`src/hw/ahbPkg.sv`:
```
// AHB slave port types and bus widths, imported by the bridge RTL and the testbench
`default_nettype none

package ahbPkg;

	localparam int DataWidth = 32;
	localparam int AddrWidth = 32;

	// Address bits that pick a byte lane inside one data word
	localparam int ByteLaneBits = $clog2(DataWidth / 8);

	// Transfer type on Htrans
	typedef enum logic [1:0]
	{
		TransIdle   = 2'b00,
		TransBusy   = 2'b01,
		TransNonseq = 2'b10,
		TransSeq    = 2'b11
	} htransE;

	// Transfer size on Hsize; wider codes are legal on the bus but move no data here
	typedef enum logic [2:0]
	{
		SizeByte = 3'b000,
		SizeHalf = 3'b001,
		SizeWord = 3'b010
	} hsizeE;

endpackage

`default_nettype wire

```
`src/hw/apbPkg.sv`:
```
// APB side of the bridge: peripheral map, sequencer states and the bus bundles built on them
`default_nettype none

package apbPkg;

	import ahbPkg::*;

	localparam int NumSlaves = 4;

	// Each peripheral owns one 4 KB window, starting at address zero
	localparam int SlaveWindowBits = 12;
	localparam int SlaveIdxBits = $clog2(NumSlaves);
	localparam int MapBits = SlaveWindowBits + SlaveIdxBits; // Anything above 16 KB misses

	// One-hot sequencer states
	typedef enum logic [5:0]
	{
		StIdle    = 6'b00_0001,
		StRead    = 6'b00_0010,
		StRenable = 6'b00_0100,
		StWwait   = 6'b00_1000,
		StWrite   = 6'b01_0000,
		StWenable = 6'b10_0000
	} bridgeStateE;

	// Registered AHB address phase together with its decoded peripheral
	typedef struct packed
	{
		logic [AddrWidth-1:0] addr;
		logic                 write;
		hsizeE                size;
		logic [NumSlaves-1:0] slaveSel;
	} ahbReqT;

	// APB master outputs
	typedef struct packed
	{
		logic [NumSlaves-1:0] sel;
		logic                 enable;
		logic                 write;
		logic [AddrWidth-1:0] addr;
		logic [DataWidth-1:0] wdata;
	} apbOutT;

endpackage

`default_nettype wire

```
`src/hw/ahbCapture.sv`:
```
// Bridge input stage: qualifies the AHB address phase, decodes the peripheral and registers it
`timescale 1ns/1ps
`default_nettype none

module ahbCapture import ahbPkg::*, apbPkg::*;
(
	input  wire logic                 Hclk,
	input  wire logic                 Hresetn,
	input  wire logic                 Hsel,
	input  wire logic [AddrWidth-1:0] Haddr,
	input  wire htransE               Htrans,
	input  wire logic                 Hwrite,
	input  wire hsizeE                Hsize,
	input  wire logic                 Hready,
	output logic                      start,
	output ahbReqT                    req
);

	logic                 valid;
	logic                 inMap;
	logic [NumSlaves-1:0] slaveSel;
	ahbReqT               reqNext;

	// Only NONSEQ and SEQ carry a transfer
	assign valid = Hsel && Hready && (Htrans == TransNonseq || Htrans == TransSeq);

	assign inMap = (Haddr[AddrWidth-1:MapBits] == '0);

	always_comb
	begin
		slaveSel = '0;
		if (inMap)
			slaveSel[Haddr[MapBits-1:SlaveWindowBits]] = 1'b1; // Window index
	end

	always_comb
	begin
		reqNext.addr = Haddr;
		reqNext.write = Hwrite;
		reqNext.size = Hsize;
		reqNext.slaveSel = slaveSel;
	end

	// High for the one cycle after the address phase
	always_ff @(posedge Hclk or negedge Hresetn)
	begin
		if (!Hresetn)
			start <= 1'b0;
		else
			start <= valid;
	end

	// Held until the next accepted address phase
	always_ff @(posedge Hclk)
	begin
		if (valid)
			req <= reqNext;
	end

endmodule

`default_nettype wire

```
`src/hw/bridgeFsm.sv`:
```
// Bridge sequencer: steps through the APB setup and access phases and stalls AHB meanwhile
`timescale 1ns/1ps
`default_nettype none

module bridgeFsm import apbPkg::*;
(
	input  wire logic   Hclk,
	input  wire logic   Hresetn,
	input  wire logic   start,
	input  wire ahbReqT req,
	output bridgeStateE state,
	output logic        Hreadyout
);

	bridgeStateE nextState;
	bridgeStateE launchState;
	logic        readyState;

	// Direction of the request just captured
	assign launchState = req.write ? StWwait : StRead;

	always_comb
	begin
		nextState = state;
		unique case (state)
			StIdle:
			begin
				if (start)
					nextState = launchState;
			end
			StRead:
				nextState = StRenable;
			StRenable:
			begin
				if (start)
					nextState = launchState; // Back to back
				else
					nextState = StIdle;
			end
			StWwait:
				nextState = StWrite; // Write data arrives on Hwdata now
			StWrite:
				nextState = StWenable;
			StWenable:
			begin
				if (start)
					nextState = launchState;
				else
					nextState = StIdle;
			end
			default:
				nextState = StIdle;
		endcase
	end

	always_ff @(posedge Hclk or negedge Hresetn)
	begin
		if (!Hresetn)
			state <= StIdle;
		else
			state <= nextState;
	end

	assign readyState = (state == StIdle) || (state == StRenable) || (state == StWenable);

	// The capture cycle itself must not complete the data phase
	assign Hreadyout = readyState && !start;

endmodule

`default_nettype wire

```
`src/hw/apbDriver.sv`:
```
// Bridge output stage: APB strobes from the sequencer state plus byte lane steering both ways
`timescale 1ns/1ps
`default_nettype none

module apbDriver import ahbPkg::*, apbPkg::*;
(
	input  wire logic                 Hclk,
	input  wire logic                 Hresetn,
	input  wire bridgeStateE          state,
	input  wire ahbReqT               req,
	input  wire logic [DataWidth-1:0] Hwdata,
	input  wire logic [DataWidth-1:0] Prdata,
	output apbOutT                    apbOut,
	output logic [DataWidth-1:0]      Hrdata
);

	logic [DataWidth-1:0]    wdataReg;
	logic [ByteLaneBits-1:0] lane;
	logic                    selActive;
	logic                    writePhase;

	// Moves the addressed lane down to bit 0, zero filled
	function automatic logic [DataWidth-1:0] laneSelect(
		input hsizeE                   size,
		input logic [ByteLaneBits-1:0] offset,
		input logic [DataWidth-1:0]    data
	);
		logic [DataWidth-1:0] result;
		result = '0;
		case (size)
			SizeByte:
				result[7:0] = data[offset*8 +: 8];
			SizeHalf:
			begin
				if (!offset[0])
					result[15:0] = data[offset*8 +: 16];
			end
			SizeWord:
			begin
				if (offset == '0)
					result = data;
			end
			default:
				result = '0; // Unsupported size
		endcase
		return result;
	endfunction

	assign lane = req.addr[ByteLaneBits-1:0];

	// Hwdata is on the bus during the wait state
	always_ff @(posedge Hclk or negedge Hresetn)
	begin
		if (!Hresetn)
			wdataReg <= '0;
		else if (state == StWwait)
			wdataReg <= Hwdata;
	end

	assign selActive = (state == StRead) || (state == StRenable) ||
		(state == StWrite) || (state == StWenable);
	assign writePhase = (state == StWrite) || (state == StWenable);

	always_comb
	begin
		apbOut.sel = selActive ? req.slaveSel : '0;
		apbOut.enable = (state == StRenable) || (state == StWenable);
		apbOut.write = writePhase;
		apbOut.addr = req.addr;
		apbOut.wdata = writePhase ? laneSelect(req.size, lane, wdataReg) : '0;
	end

	// Read data only in the access cycle
	assign Hrdata = (state == StRenable) ? laneSelect(req.size, lane, Prdata) : '0;

endmodule

`default_nettype wire

```
`src/hw/ahbApbBridge.sv`:
```
// AHB to APB bridge top level, connecting capture, sequencer and APB driver to the bus ports
`timescale 1ns/1ps
`default_nettype none

module ahbApbBridge import ahbPkg::*, apbPkg::*;
(
	input  wire logic                 Hclk,
	input  wire logic                 Hresetn,
	input  wire logic                 Hsel,
	input  wire logic [AddrWidth-1:0] Haddr,
	input  wire htransE               Htrans,
	input  wire logic                 Hwrite,
	input  wire hsizeE                Hsize,
	input  wire logic [DataWidth-1:0] Hwdata,
	input  wire logic                 Hready,
	output logic                      Hreadyout,
	output logic [DataWidth-1:0]      Hrdata,
	output logic [NumSlaves-1:0]      Psel,
	output logic                      Penable,
	output logic                      Pwrite,
	output logic [AddrWidth-1:0]      Paddr,
	output logic [DataWidth-1:0]      Pwdata,
	input  wire logic [DataWidth-1:0] Prdata
);

	logic        start;
	ahbReqT      req;
	bridgeStateE state;
	apbOutT      apbOut;

	ahbCapture capture
	(
		.Hclk    (Hclk),
		.Hresetn (Hresetn),
		.Hsel    (Hsel),
		.Haddr   (Haddr),
		.Htrans  (Htrans),
		.Hwrite  (Hwrite),
		.Hsize   (Hsize),
		.Hready  (Hready),
		.start   (start),
		.req     (req)
	);

	bridgeFsm sequencer
	(
		.Hclk      (Hclk),
		.Hresetn   (Hresetn),
		.start     (start),
		.req       (req),
		.state     (state),
		.Hreadyout (Hreadyout)
	);

	apbDriver driver
	(
		.Hclk    (Hclk),
		.Hresetn (Hresetn),
		.state   (state),
		.req     (req),
		.Hwdata  (Hwdata),
		.Prdata  (Prdata),
		.apbOut  (apbOut),
		.Hrdata  (Hrdata)
	);

	assign Psel = apbOut.sel;
	assign Penable = apbOut.enable;
	assign Pwrite = apbOut.write;
	assign Paddr = apbOut.addr;
	assign Pwdata = apbOut.wdata;

endmodule

`default_nettype wire

```
`config.mk`:
```
export PLATFORM = sky130hd
export DESIGN_NAME = ahbApbBridge
export DESIGN_NICKNAME = d
export VERILOG_FILES = /design/src/hw/ahbPkg.sv /design/src/hw/apbPkg.sv /design/src/hw/ahbCapture.sv /design/src/hw/bridgeFsm.sv /design/src/hw/apbDriver.sv /design/src/hw/ahbApbBridge.sv
export SDC_FILE = /design/constraint.sdc
export NUM_CORES = 1
export LEC_CHECK = 0
export BUFFER_PORTS_ARGS = -buffer_cell sky130_fd_sc_hd__buf_2
export CORE_MARGIN = 2
export CORE_UTILIZATION = 52
export CTS_BUF_LIST = sky130_fd_sc_hd__clkbuf_4
export DETAILED_ROUTE_END_ITERATION = 16
export GPL_TIMING_DRIVEN = 0
export HOLD_SLACK_MARGIN = 0.05
export PLACE_DENSITY = 0.89
export SETUP_SLACK_MARGIN = 0.15
export SYNTH_ARGS = -nofsm -noshare
export SYNTH_HDL_FRONTEND = slang
export SYNTH_SLANG_ARGS = --single-unit
```
`constraint.sdc`:
```
create_clock -name Hclk -period 2.3 [get_ports Hclk]
set_input_delay 0.23 -clock Hclk [delete_from_list [all_inputs] [get_ports Hclk]]
set_output_delay 0.23 -clock Hclk [all_outputs]
set_load 0.01 [all_outputs]
```
==> results.sh <==
export IMPL_critPathMaxFanout=8
export IMPL_synth_compound_area_share_pct=10.8
export IMPL_reg2reg_depth=6
export IMPL_power_frac_seq_pct=50.5
export IMPL_nNetsFinal=787
export IMPL_yosysWarnings=0
export IMPL_clk_latency_ns=0.47
export IMPL_firstDrtPassIters=5
export IMPL_startpoint_type="flop"
export IMPL_async_flop_share_pct=49.4
export IMPL_clock_path_buffers=2
export IMPL_row_count=32
export IMPL_relSlewSlack_pct=36.9
export IMPL_cpPeakStageDelay_ns=0.44
export IMPL_pwr_share_comb_pct=28.2
export IMPL_drive_gt1_share_pct=61.8
export IMPL_synth_most_common_cell="mux2_2"
export IMPL_skew_ns=0.0345
export IMPL_synthMuxAreaShare_pct=13.2
export IMPL_synth_top_area_share_pct=28.2
export IMPL_endpoint_kind="primary output"
export IMPL_cts_tree="built"
export IMPL_grt_max_degree=42
export IMPL_synthTopCellsByCount="mux2_2, nor2_1, and3_1, edfxtp_1, dfrtp_1"
export IMPL_drt_iter0_markers=268
export IMPL_synth_nets=462
export IMPL_synth_xor_area_share_pct=0.824
export IMPL_clkTransAtPathRegs_ns=0.13
export IMPL_worst_pin_slew_ns=0.947
export IMPL_io_buffers=207
export IMPL_crit_chain="buf_4, or3b_4, a21oi_4, nand2_4, nor2_2, buf_2"
export IMPL_numCtsBuffers=9
export IMPL_rsz0062_at_grt="true"
export IMPL_fin_crit_ns=2.42
export IMPL_die_area_um2=8920
export IMPL_dieWidth_um=94.5
export IMPL_cp_data_arrival_time_ns=2.19
export IMPL_grt_util_all_layers_pct=33.3
export IMPL_antenna_found_initial=0
export IMPL_p_clk_share_pct=21.3
export IMPL_path_class="reg -> out"
export IMPL_postLayoutSetupSlackWorst_ns=-0.125
export IMPL_hp_class="in -> reg"
export IMPL_vias=4685
export IMPL_status="finished, violations left"
export IMPL_synth_area_per_cell_um2=11.9
export IMPL_syn_to_final_growth_pct=67.4
export IMPL_initial_utilization_pct=54.5
export IMPL_min_period_over_period_pct=105
export IMPL_post_route_util_pct=91.2
export IMPL_grt_pass1_wl_um=22000
export IMPL_cap_violations=0
export IMPL_p_leak_nw=3.39
export IMPL_synth_edf_count=40
export IMPL_timing_final_hold_violations=0
export IMPL_synth_area_leader_cell="edfxtp_1"
export IMPL_fillers=292
export IMPL_overflow=0
export IMPL_ys_flop_type="edfxtp_1"
export IMPL_internal_power_mw=2.87
export IMPL_setup_viol=27
export IMPL_power_mw=4.22
export IMPL_synthTopCellsByArea="edfxtp_1, dfrtp_1, mux2_2"
export IMPL_detail_route_antenna_nets=0
export IMPL_worstPathRequired_ns=2.07
export IMPL_ios=209
export IMPL_synth_area_um2=4250
export IMPL_drc=0
export IMPL_place_gp_congestion=0.834
export IMPL_powerDensity_nw_per_um2=593
export IMPL_wl_per_cell_um=23.0
export IMPL_dpl_hpwl_um=9510
export IMPL_power_switching_mw=1.35
export IMPL_die_h_um=94.5
export IMPL_cp_slowest_cell="edfxtp_1"
export IMPL_via_per_inst=5.95
export IMPL_max_freq_mhz=412
export IMPL_diodes=0
export IMPL_max_vdd_ir_drop_mv=0.518
export IMPL_synthSimpleGateAreaFrac_pct=14.8
export IMPL_root_buffer="clkbuf_4"
export IMPL_switching_share_pct=32.0
export IMPL_seq_area_frac_synth_pct=51.2
export IMPL_cts_max_level=3
export IMPL_violations="setup timing"
export IMPL_first_global_vias=4364
export IMPL_ys_seq_elements=79
export IMPL_maxSlewViolCount=0
export IMPL_holdPathStages=2
export IMPL_wirelength_um=18100
export IMPL_core_area_um2=7810
export IMPL_post_synth_num_cell_types=42
export IMPL_synthCells=356
export IMPL_synthAdderAreaFrac_pct=0
export IMPL_synth_top_family_by_area="simple AND/OR/NAND/NOR gates"
export IMPL_cts_sinks=79
## metal layers
layer	track usage [%]	part of all wire [%]	up-vias
li1	-	-	1960
met5	0	0	-
met1	34.6	33	2262
met4	12.8	5.0	0
met3	10.5	9.9	88
met2	62.4	52	375
## cell families after synthesis
group                     after synthesis
AOI/OAI and AO/OA                      58
buffers and inverters                  58
muxes                                  48
xor gates and xnor gates                4
DFF                                    79
and+or+nand+nor                       109
## path summary, 6_finish.rpt
path	slack, ns	startpoint	to
max	-0.12	capture.req[5]	Pwdata[15]
min	0.05	Hwdata[15]	driver.wdataReg[15]
max reg2reg	0.63	sequencer.state[1]	driver.wdataReg[14]
min reg2reg	0.48	capture.req[7]	sequencer.state[1]
max in group asynchronous	1.25	Hresetn	sequencer.state[3]
min in group asynchronous	0.44	Hresetn	driver.wdataReg[30]
## worst max-delay path: cells and delay by family (launching register included)
| family | cells | cell delay (ns) |
|---|---|---|
| AOI/OAI and AO/OA | 1 | 0.24 |
| DFF | 1 | 0.44 |
| and+or+nand+nor | 3 | 0.75 |
| buffers and inverters | 2 | 0.32 |
## power by group through the flow
stage	registers, mW	clock network, mW	logic, mW
3_3_place_gp	2.07	0	0.859
2_1_floorplan	2.01	0	0.646
4_1_cts	2.07	0.863	1.05
5_1_grt	2.16	0.949	1.25
3_5_place_dp	2.10	0	0.898
6_report	2.13	0.898	1.19
## final cells by class
class / count / area [um2] / area share [%]
Tap cell: 102 / 128 / 1.79
Clock inverter: 6 / 68.8 / 0.967
Buffer: 56 / 505 / 7.10
Multi-Input combinational cell: 219 / 1940 / 27.2
Inverter: 2 / 7.51 / 0.105
Sequential cell: 79 / 2180 / 30.6
Clock buffer: 10 / 75.1 / 1.05
Timing Repair Buffer: 314 / 2220 / 31.1
## state kept, by name, indices dropped and copies added (netlist names)
| signal | count |
|---|---|
| driver.wdataReg | 32 |
| capture.start | 1 |
| capture.req | 40 |
| sequencer.state | 6 |
## what timing repair did
item                                    4_1_cts  5_1_grt
pin swaps                                    60       11
hold buffers                                 59        9
buffers inserted                             21       12
endpoints found under the setup margin       68       69
gates cloned                                  1        5
hold endpoints to repair                     96        9
gates resized for setup                      69       68
## cells in the final DEF (no fill, tap or decap), types with 8 or more instances in the layout
cell type,count
buf_6,36
nor2_4,8
a22o_1,14
buf_4,58
nor2_1,23
buf_2,193
a22oi_2,11
clkbuf_4,12
edfxtp_1,40
dlygate4sd3_1,68
and3_4,8
and3_1,32
dfrtp_1,37
a22oi_1,21
nor2_2,11
mux2_2,46
## through the flow
stage	setup TNS [ns]	hold slack [ns]	setup slack, ns	instances	area, um2
global route	-4.44	0.0433	-0.161	788	7120
finish	-1.23	0.0545	-0.125	788	7120
CTS	0	0.0513	0.00627	762	6570
detailed placement	0	0.396	0.115	665	5420
global placement	0	0.390	0.160	665	5420
floorplan	0	-0.0656	0.555	356	4250
No activity file was read; power rests on OpenSTA's default activity.
